===== config.mk =====
export PLATFORM = sky130hd
export DESIGN_NAME = md_unit
export DESIGN_NICKNAME = d
export VERILOG_FILES = /design/src/source/md_pkg.sv /design/src/source/md_decode.sv /design/src/source/md_mult_engine.sv /design/src/source/md_div_engine.sv /design/src/source/md_result.sv /design/src/source/md_unit.sv
export SDC_FILE = /design/constraint.sdc
export NUM_CORES = 2
export LEC_CHECK = 0
export BUFFER_PORTS_ARGS = -buffer_cell sky130_fd_sc_hd__clkbuf_2
export CAP_MARGIN = 25
export CORE_ASPECT_RATIO = 1.25
export CORE_UTILIZATION = 55
export CTS_CLUSTER_SIZE = 20
export DETAILED_ROUTE_END_ITERATION = 10
export PLACE_DENSITY = 0.78
export SLEW_MARGIN = 20
export SYNTH_ARGS = -nofsm -noshare
export SYNTH_HDL_FRONTEND = slang
export SYNTH_HIERARCHICAL = 1
export SYNTH_SLANG_ARGS = --single-unit

===== constraint.sdc =====
create_clock -name clk_i -period 14.86 [get_ports clk_i]
set_input_delay 0.743 -clock clk_i [delete_from_list [all_inputs] [get_ports clk_i]]
set_output_delay 0.743 -clock clk_i [all_outputs]
set_load 0.01 [all_outputs]

===== src/source/md_pkg.sv =====
// Shared definitions for the multiply/divide unit
// Widths, operation codes, request, issue and completion structs

package md_pkg;

  // Operand and result width
  localparam int unsigned xlen = 32;

  // Half-word width used by the multiplier kernel
  localparam int unsigned half_w = 16;

  // Width of the division step counter
  localparam int unsigned step_cnt_w = 5;

  // Operation codes
  typedef enum logic [1:0] {
    MD_OP_MULL = 2'b00,
    MD_OP_MULH = 2'b01,
    MD_OP_DIV  = 2'b10,
    MD_OP_REM  = 2'b11
  } md_op_e;

  // Request as seen on the unit boundary
  // signed_mode[0] marks operand a as signed, signed_mode[1] operand b
  typedef struct packed {
    md_op_e            op;
    logic [1:0]        signed_mode;
    logic [xlen-1:0]   op_a;
    logic [xlen-1:0]   op_b;
  } md_cmd_t;

  // Registered command handed to the engines
  typedef struct packed {
    md_op_e            op;
    logic [xlen-1:0]   op_a;
    logic [xlen-1:0]   op_b;
    // Operand is signed and negative
    logic              neg_a;
    logic              neg_b;
  } md_issue_t;

  // Completion from an engine, valid is a single-cycle pulse
  typedef struct packed {
    logic              valid;
    logic [xlen-1:0]   result;
  } md_done_t;

endpackage


===== src/source/md_decode.sv =====
// Request decode for the multiply/divide unit
// Captures the command, derives operand signs and launches one engine

module md_decode
  import md_pkg::*;
(
  input  logic      clk_i,
  input  logic      rst_ni,
  input  logic      req_i,
  input  md_cmd_t   cmd_i,
  input  logic      free_i,
  output md_issue_t issue_o,
  output logic      mult_start_o,
  output logic      div_start_o
);

  logic      busy_q;
  logic      capture;
  logic      cmd_is_mult;
  logic      mult_start_q;
  logic      div_start_q;
  md_issue_t issue_q;

  // New request only counts while no operation is in flight
  assign capture     = req_i & ~busy_q;
  assign cmd_is_mult = (cmd_i.op == MD_OP_MULL) || (cmd_i.op == MD_OP_MULH);

  always_ff @(posedge clk_i or negedge rst_ni) begin
    if (!rst_ni) begin
      busy_q       <= 1'b0;
      mult_start_q <= 1'b0;
      div_start_q  <= 1'b0;
    end else begin
      // Start pulses follow the capture edge by one cycle
      mult_start_q <= capture & cmd_is_mult;
      div_start_q  <= capture & ~cmd_is_mult;
      if (capture) begin
        busy_q <= 1'b1;
      end else if (free_i) begin
        busy_q <= 1'b0;
      end
    end
  end

  // Command stays stable from launch until the result stage frees us
  always_ff @(posedge clk_i) begin
    if (capture) begin
      issue_q.op    <= cmd_i.op;
      issue_q.op_a  <= cmd_i.op_a;
      issue_q.op_b  <= cmd_i.op_b;
      issue_q.neg_a <= cmd_i.signed_mode[0] & cmd_i.op_a[xlen-1];
      issue_q.neg_b <= cmd_i.signed_mode[1] & cmd_i.op_b[xlen-1];
    end
  end

  assign issue_o      = issue_q;
  assign mult_start_o = mult_start_q;
  assign div_start_o  = div_start_q;

endmodule


===== src/source/md_mult_engine.sv =====
// Multi-cycle multiplier for MULL and MULH
// One 17x17 signed multiply-accumulate walks the four half-word products

module md_mult_engine
  import md_pkg::*;
(
  input  logic      clk_i,
  input  logic      rst_ni,
  input  logic      start_i,
  input  md_issue_t issue_i,
  output md_done_t  done_o
);

  // Accumulator holds a 17x17 product plus carry room
  localparam int unsigned acc_w = 2 * half_w + 2;

  typedef enum logic [1:0] {
    ALBL, ALBH, AHBL, AHBH
  } mult_state_e;

  mult_state_e       state_q;
  mult_state_e       state_d;
  logic              active_q;
  logic              last_step;
  logic [acc_w-1:0]  acc_q;
  logic [acc_w-1:0]  acc_d;
  logic [acc_w-1:0]  accum;
  logic [acc_w-1:0]  mac_res;
  logic [half_w-1:0] mul_a;
  logic [half_w-1:0] mul_b;
  logic              sgn_a;
  logic              sgn_b;
  logic              acc_ext;
  logic [xlen-1:0]   result;

  // Low 34 bits of the signed product plus accumulator
  assign mac_res = $signed({sgn_a, mul_a}) * $signed({sgn_b, mul_b}) + $signed(accum);

  // Accumulator only goes negative when one of the operands is
  assign acc_ext = (issue_i.neg_a | issue_i.neg_b) & acc_q[acc_w-1];

  always_comb begin
    mul_a     = issue_i.op_a[half_w-1:0];
    mul_b     = issue_i.op_b[half_w-1:0];
    sgn_a     = 1'b0;
    sgn_b     = 1'b0;
    accum     = '0;
    acc_d     = mac_res;
    state_d   = state_q;
    last_step = 1'b0;
    result    = mac_res[xlen-1:0];

    unique case (state_q)
      ALBL: begin
        // al*bl, always unsigned
        state_d = ALBH;
      end
      ALBH: begin
        // al*bh, upper half of b carries its sign
        mul_b = issue_i.op_b[xlen-1:half_w];
        sgn_b = issue_i.neg_b;
        accum = {{(acc_w - half_w){1'b0}}, acc_q[xlen-1:half_w]};
        if (issue_i.op == MD_OP_MULL) begin
          // Keep the finished low half-word below the partial sum
          acc_d = {2'b00, mac_res[half_w-1:0], acc_q[half_w-1:0]};
        end
        state_d = AHBL;
      end
      AHBL: begin
        // ah*bl
        mul_a = issue_i.op_a[xlen-1:half_w];
        sgn_a = issue_i.neg_a;
        if (issue_i.op == MD_OP_MULL) begin
          accum     = {{(acc_w - half_w){1'b0}}, acc_q[xlen-1:half_w]};
          result    = {mac_res[half_w-1:0], acc_q[half_w-1:0]};
          last_step = 1'b1;
        end else begin
          accum   = acc_q;
          state_d = AHBH;
        end
      end
      AHBH: begin
        // ah*bh plus the shifted partial sum, MULH only
        mul_a     = issue_i.op_a[xlen-1:half_w];
        mul_b     = issue_i.op_b[xlen-1:half_w];
        sgn_a     = issue_i.neg_a;
        sgn_b     = issue_i.neg_b;
        accum     = {{half_w{acc_ext}}, acc_q[acc_w-1:half_w]};
        last_step = 1'b1;
      end
      default: begin
        state_d = ALBL;
      end
    endcase
  end

  always_ff @(posedge clk_i or negedge rst_ni) begin
    if (!rst_ni) begin
      active_q <= 1'b0;
      state_q  <= ALBL;
    end else if (start_i) begin
      active_q <= 1'b1;
      state_q  <= ALBL;
    end else if (active_q) begin
      if (last_step) begin
        active_q <= 1'b0;
        state_q  <= ALBL;
      end else begin
        state_q  <= state_d;
      end
    end
  end

  always_ff @(posedge clk_i) begin
    if (active_q) begin
      acc_q <= acc_d;
    end
  end

  assign done_o.valid  = active_q & last_step;
  assign done_o.result = result;

endmodule


===== src/source/md_div_engine.sv =====
// Restoring long divider for DIV and REM
// Absolute values, 32 compare-subtract steps and a final sign fix

module md_div_engine
  import md_pkg::*;
(
  input  logic      clk_i,
  input  logic      rst_ni,
  input  logic      start_i,
  input  md_issue_t issue_i,
  output md_done_t  done_o
);

  typedef enum logic [2:0] {
    IDLE, ABS_A, ABS_B, COMP, LAST, CHANGE_SIGN, FINISH
  } div_state_e;

  div_state_e            state_q;
  logic [step_cnt_w-1:0] cnt_q;

  logic [xlen-1:0] numer_q;
  logic [xlen-1:0] denom_q;
  logic [xlen-1:0] quot_q;
  logic [xlen-1:0] rem_q;

  logic [xlen-1:0] sub_a;
  logic [xlen-1:0] sub_b;
  logic [xlen:0]   sub_res;
  logic [xlen:0]   shifted;
  logic            rem_ge;
  logic [xlen-1:0] next_rem;
  logic [xlen-1:0] next_quot;
  logic            is_div;
  logic            change_sign;
  logic [xlen-1:0] fix_val;

  // Single subtractor, carry out set when sub_a >= sub_b
  assign sub_res = {1'b0, sub_a} + {1'b0, ~sub_b} + {{xlen{1'b0}}, 1'b1};

  // Partial remainder shifted left with the next dividend bit
  assign shifted   = {rem_q, numer_q[xlen-1]};
  // Bit 32 set means the shifted value already exceeds any divisor
  assign rem_ge    = shifted[xlen] | sub_res[xlen];
  assign next_rem  = rem_ge ? sub_res[xlen-1:0] : shifted[xlen-1:0];
  assign next_quot = {quot_q[xlen-2:0], rem_ge};

  assign is_div = (issue_i.op == MD_OP_DIV);

  // Quotient is negative when signs differ, remainder follows the dividend
  assign change_sign = is_div ? (issue_i.neg_a ^ issue_i.neg_b) : issue_i.neg_a;
  assign fix_val     = is_div ? quot_q : rem_q;

  // Subtractor operand select, 0 - x gives the negation
  always_comb begin
    sub_a = '0;
    sub_b = issue_i.op_a;
    unique case (state_q)
      ABS_B: begin
        sub_b = issue_i.op_b;
      end
      COMP, LAST: begin
        sub_a = shifted[xlen-1:0];
        sub_b = denom_q;
      end
      CHANGE_SIGN: begin
        sub_b = fix_val;
      end
      default: begin
        sub_b = issue_i.op_a;
      end
    endcase
  end

  always_ff @(posedge clk_i or negedge rst_ni) begin
    if (!rst_ni) begin
      state_q <= IDLE;
      cnt_q   <= '0;
    end else begin
      unique case (state_q)
        IDLE: begin
          if (start_i) begin
            // Zero divisor skips the whole division
            state_q <= (issue_i.op_b == '0) ? FINISH : ABS_A;
          end
        end
        ABS_A: begin
          state_q <= ABS_B;
        end
        ABS_B: begin
          state_q <= COMP;
          cnt_q   <= '1;
        end
        COMP: begin
          cnt_q <= cnt_q - step_cnt_w'(1);
          if (cnt_q == step_cnt_w'(1)) begin
            state_q <= LAST;
          end
        end
        LAST: begin
          state_q <= CHANGE_SIGN;
        end
        CHANGE_SIGN: begin
          state_q <= FINISH;
        end
        FINISH: begin
          state_q <= IDLE;
        end
        default: begin
          state_q <= IDLE;
        end
      endcase
    end
  end

  always_ff @(posedge clk_i) begin
    unique case (state_q)
      IDLE: begin
        // Division by zero result, all ones for DIV, dividend for REM
        if (start_i) begin
          rem_q <= is_div ? '1 : issue_i.op_a;
        end
      end
      ABS_A: begin
        numer_q <= issue_i.neg_a ? sub_res[xlen-1:0] : issue_i.op_a;
      end
      ABS_B: begin
        denom_q <= issue_i.neg_b ? sub_res[xlen-1:0] : issue_i.op_b;
        rem_q   <= '0;
      end
      COMP: begin
        rem_q   <= next_rem;
        quot_q  <= next_quot;
        numer_q <= {numer_q[xlen-2:0], 1'b0};
      end
      LAST: begin
        rem_q  <= next_rem;
        quot_q <= next_quot;
      end
      CHANGE_SIGN: begin
        // Final result lands in the remainder register
        rem_q <= change_sign ? sub_res[xlen-1:0] : fix_val;
      end
      default: begin
        rem_q <= rem_q;
      end
    endcase
  end

  assign done_o.valid  = (state_q == FINISH);
  assign done_o.result = rem_q;

endmodule


===== src/source/md_result.sv =====
// Result stage of the multiply/divide unit
// Holds the finished result and runs the ack side of the handshake

module md_result
  import md_pkg::*;
(
  input  logic            clk_i,
  input  logic            rst_ni,
  input  logic            req_i,
  input  md_done_t        mult_done_i,
  input  md_done_t        div_done_i,
  output logic            ack_o,
  output logic [xlen-1:0] result_o,
  output logic            free_o
);

  logic            ack_q;
  logic [xlen-1:0] res_q;
  logic            done_valid;
  logic [xlen-1:0] done_result;
  logic            release_ack;

  // Only one engine can finish at a time
  assign done_valid  = mult_done_i.valid | div_done_i.valid;
  assign done_result = mult_done_i.valid ? mult_done_i.result : div_done_i.result;

  // Requester has dropped req, ack falls on this edge
  assign release_ack = ack_q & ~req_i;

  always_ff @(posedge clk_i or negedge rst_ni) begin
    if (!rst_ni) begin
      ack_q <= 1'b0;
      res_q <= '0;
    end else if (release_ack) begin
      ack_q <= 1'b0;
    end else if (done_valid) begin
      ack_q <= 1'b1;
      res_q <= done_result;
    end
  end

  assign ack_o    = ack_q;
  assign result_o = res_q;
  // Decode leaves busy on the same edge that drops ack
  assign free_o   = release_ack;

endmodule


===== src/source/md_unit.sv =====
// Multiply/divide unit top level
// Decode, multiplier and divider engines, result stage

module md_unit
  import md_pkg::*;
(
  input  logic            clk_i,
  input  logic            rst_ni,
  input  logic            req_i,
  input  md_cmd_t         cmd_i,
  output logic            ack_o,
  output logic [xlen-1:0] result_o
);

  md_issue_t issue;
  logic      mult_start;
  logic      div_start;
  md_done_t  mult_done;
  md_done_t  div_done;
  logic      free;

  md_decode u_decode (
    .clk_i        (clk_i),
    .rst_ni       (rst_ni),
    .req_i        (req_i),
    .cmd_i        (cmd_i),
    .free_i       (free),
    .issue_o      (issue),
    .mult_start_o (mult_start),
    .div_start_o  (div_start)
  );

  md_mult_engine u_mult (
    .clk_i   (clk_i),
    .rst_ni  (rst_ni),
    .start_i (mult_start),
    .issue_i (issue),
    .done_o  (mult_done)
  );

  md_div_engine u_div (
    .clk_i   (clk_i),
    .rst_ni  (rst_ni),
    .start_i (div_start),
    .issue_i (issue),
    .done_o  (div_done)
  );

  // Completion is held here until the requester releases it
  md_result u_result (
    .clk_i       (clk_i),
    .rst_ni      (rst_ni),
    .req_i       (req_i),
    .mult_done_i (mult_done),
    .div_done_i  (div_done),
    .ack_o       (ack_o),
    .result_o    (result_o),
    .free_o      (free)
  );

endmodule


; ---- Word-level counts from Yosys, hierarchy flattened
; Cells that the tools add are included.
[word_totals]
regBits = 277
in_bits = 71
out_inout_bits = 33
word_cells = 121
[op_classes]
n_addsub = 4
mul = 1
n_eq_ne = 16
n_mux = 42
bitwise_logic = 17
reduce_logical = 21
[op_table]
columns = op, count
row1 = $mux 32, 11
row2 = $pmux 32 s4, 1
row3 = $mux 34, 3
row4 = $pmux 34 s3, 1
row5 = $pmux 32 s3, 1
row6 = $pmux 32 s2, 1
row7 = $add 34x34->34, 1
row8 = $mul 17x17->34, 1
row9 = $add 32x32->33, 1
row10 = $add 33x1->33 const B, 1
row11 = $logic_not 32->1, 1
row12 = $mux 16, 2
row13 = $not 32->32, 1
row14 = $pmux 3 s6, 1
row15 = $mux 1, 11
row16 = $pmux 5 s2, 1
row17 = $reduce_bool 2->1, 5
row18 = $eq 3x3->1 const B, 3
row19 = $mux 3, 3
row20 = $and 1x1->1, 8
row21 = $mux 2, 4
row22 = $reduce_and 2->1, 4
row23 = $eq 2x2->1 const B, 3
row24 = $eq 3x2->1 const B, 2
row25 = other kinds (19), 30

; ---- Logic depth before layout (Yosys ltp)
[logic_depth]
word_depth = 9
depth_mapped = 32
ltp_nobuf = 29

; ---- Cells and area by module
; The synthesis kept the hierarchy.
[by_module_without_submodules]
columns = module, instances, cells_per_inst, area_per_inst_um2, seq_area_each_um2
row1 = md_mult_engine, 1, 1732, 15173.3, 1096.1
row2 = md_div_engine, 1, 1159, 10298.6, 4043.9
row3 = md_decode, 1, 79, 2165.8, 2117.0
row4 = md_result, 1, 109, 1899.3, 825.8

; ---- Worst setup path before layout
; OpenSTA, ideal clock, no wires.
[synth_path]
path_type = register -> register
startpoint = register u_mult.state_q[0]
endpoint = register u_result.res_q[31] (netlist: u_result/result_o[31])
setup_time_ns = 0.125
t_arrival_ns = 8.230
t_required_ns = 14.735
slack_ns = 6.505
stages_incl_launch_ff = 28
path_buffers = 2
period_less_slack_ns = 8.355
cell_sequence = dfrtp_1 ha_1 clkbuf_1 nor2_2 buf_2 mux2i_1 nor2_1 fa_1 fa_1 fa_1 inv_1 fa_1 inv_1 fa_1 inv_1 fa_1 inv_1 ha_1 a21oi_1 o2111ai_1 a221oi_1 nand4_1 a21oi_1 o21ai_0 xnor2_1 mux2i_1 mux2_4 mux2_4
[synth_lines]
columns = element, line
row1 = start: declaration, md_mult_engine.sv:21  ; mult_state_e state_q;
row2 = start signal: assignment, md_mult_engine.sv:109  ; state_q <= state_d;
row3 = end signal: assignment, md_result.sv:38  ; res_q <= done_result;
row4 = end: declaration, md_result.sv:18  ; logic [xlen-1:0] res_q;

==> out/summary.txt <==
Clock transition at the registers of the reported paths: 70 ps
Layout cells sized above 1: 11.8%
TritonCTS clock tree: built
Relative slew slack: 18.9%
Worst Path Required: 15310 ps
Final nets: 3681
Number of synthesized flops with an enable pin: 230
Hold Path Class: primary input to asynchronous set/reset pin
Post-DP HPWL: 79.7 mm
Final hold vios: 0
Num CTS Buffers: 29
# DRC: 0
Asr flop ratio synth: 17.0%
Clock latency on the worst-skew pair: 570 ps
Syn nets: 3631
Outcome: finished clean
DR vias/cell: 6.28
Count leader, synth: inv_1
Slew @ Worst Pin: 1180 ps
Die Ht: 261 µm
CTS root buf: clkbuf_16
GP Congestion: 1.01
Post-cts repair resize count: 0
Largest net degree at the start of global routing: 85
Area of the multi-input gates: 0.0191 mm²
Seq cells post-synth: 277
Register area share after synthesis: 27.4%
Reg2reg end: u_result/result_o[31]
Synth Area per Inst: 9.59 µm²
Reg2reg path depth: 25
Top_reg_cell synth: edfxtp_1
Post-synth top area share: 23.4%
Sequential cell area: 0.00809 mm²
# Max-Cap Violations: 0
1st-iter DRT viols: 2741
Worst-case clock skew: 18.6 ps
RSZ-0062 raised after global routing: no
Port Buffers: 103
First-pass DRT Iterations: 5
Critical Path AT: 9280 ps
First-pass GRT wire length: 150 mm
Setup TNS: 0 ps
Ranking of synthesized cells by area: edfxtp_1 23%, fa_1 23%, ha_1 6.0%
Io pins: 104
Die X: 209 µm
Crit. Startpoint: u_mult/state_q[0]
CP Class: flop to flop
Area leader, netlist: edfxtp_1
Pins Over Slew Limit: 0
Synth top cells by count: 468 x inv_1, 352 x nand2_1, 340 x fa_1
Synth Warn #: 6
Crit end category: flop
Min cycle time layout: 8820 ps
R2R Setup Slk: 6040 ps
Final wirelength: 102 mm
Antenna violations before repair: 5
Setup Buffers After CTS: 0
Synth-to-layout area growth: 7.19%
Final Cycle Share: 59.4%
Drt wl/cell: 26.6 µm
Core footprint: 0.0528 mm²
Distinct cells, synth: 101
Worst-path maximum fanout: 28
Total global routing overflow: 0
GRT Total Usage: 37.4%
Mapped Cells: 3079
CTS Sinks: 277
R2R Path Start: u_mult/state_q[0]
# fillers: 4444
H-tree levels: 1
Via count: 24000
Final setup viols: 0
Synthesized area: 0.0295 mm²
Row cnt: 94
Setup crit start kind: flop
Hold Buf Count CTS: 0
Full die area: 0.0546 mm²
Antenna violation net count after detailed routing: 0
Maximum clock frequency: 0.113 GHz
Vias in the first global route: 24575
CTS max path bufs: 3
Initial core utilization: 55.9%
## how the worst max path moves through the flow
stage	cells after the start	slack, ps	end
floorplan	27	6500	u_result/result_o[31]
global placement	30	6090	u_result/result_o[30]
detailed placement	25	6150	u_result/result_o[31]
CTS	25	6090	u_result/result_o[31]
global route	25	5500	u_result/result_o[31]
finish	25	6040	u_result/result_o[31]
## per-layer routing
layer	global-route usage [%]	wire length, µm	share of wire, %	up-vias
met4	31.1	9620	9.4	4
met5	0	23	0.023	-
li1	-	-	-	10308
met1	42.2	35500	35	11978
met3	5.26	7280	7.2	396
met2	63.6	49500	49	1314
## layout by cell type (no fill, tap or decap), types with 12 or more instances in the layout
cell       synthesis  layout
and3_1            12      12
clkbuf_2           1     104
a21o_1            28      28
nor3_1            22      22
ha_1             141     141
mux2_4            58      58
edfxtp_1         230     230
inv_1            468     467
a21oi_1          179     178
xnor2_1           42      42
nor4_1            14      14
o211ai_1          17      17
mux2i_1          120     119
o21ai_0          157     156
nand2b_1          17      17
clkbuf_16          0      30
nand2_1          352     352
xor2_1            18      18
dfrtp_1           47      44
fa_1             340     340
a22oi_1           21      21
and2_1            50      49
mux2_2            62      62
nor2_1           321     318
nand3_1           23      23
buf_4              2      44
a211oi_1          35      35
## state kept, by name, summed over array words and instances (netlist names)
register / flops
u_div/numer_q: 32
u_div/denom_q: 32
u_decode/mult_start_o: 1
u_decode/div_start_o: 1
u_result/result_o: 32
u_mult/active_q: 1
u_div/rem_q: 32
u_mult/state_q: 2
u_div/cnt_q: 5
u_mult/acc_q: 34
u_div/state_q: 3
u_div/quot_q: 32
u_decode/busy_q: 1
u_decode/issue_o: 68
u_result/ack_o: 1
## worst max-delay path, cell delays in order (launching register included)
cell	delay (ps)
dfrtp_1	440
ha_1	380
nor2_4	830
mux2i_1	620
nor2_1	240
fa_1	790
inv_1	110
fa_1	580
inv_1	280
fa_1	500
fa_1	530
fa_1	490
inv_1	50
fa_1	490
inv_1	40
ha_1	370
a21oi_1	100
o21ai_0	290
nor3_1	80
nor2_1	150
a21oi_1	80
o21ai_0	330
xnor2_1	250
mux2i_1	130
mux2_4	270
mux2_4	250
## area by class of cell
cell class	instances	share of cell area [%]
antenna	2	0.0158
clock buffer	38	2.50
clock inverter	14	0.526
inverter	470	5.57
multi-input combinational	2201	60.5
sequential	277	25.6
tap	672	2.66
timing repair buffer	150	2.72
## kinds of logic (layout without fill, tap and decap cells)
kind of cell | Yosys count | after routing | share of synthesized area (%)
adders and majority gates | 481 | 481 | 29.0
buffers and inverters | 601 | 672 | 8.01
DFF | 277 | 277 | 27.4
other | 0 | 2 | 0
xor gates and xnor gates | 61 | 61 | 1.86
muxes | 241 | 241 | 9.42
and+or+nand+nor | 871 | 871 | 12.8
AOI/OAI and AO/OA | 547 | 547 | 11.5
## through the flow
stage | util (%) | cells | hold WS (ps) | worst slack, ps | instance area, µm²
final | 60.0 | 3824 | 281 | 6040 | 31700
after global routing | 60.0 | 3823 | 336 | 5500 | 31700
after CTS | 59.9 | 3820 | 304 | 6090 | 31600
after detailed placement | 58.1 | 3768 | 439 | 6150 | 30700
after global placement | 58.0 | 3763 | 433 | 6090 | 30700
after floorplan | - | 3079 | 426 | 6500 | 29500
Power is left out: the tool's default activity adds up to more than one toggle a clock period on the data nets, which glitch-free logic cannot reach.
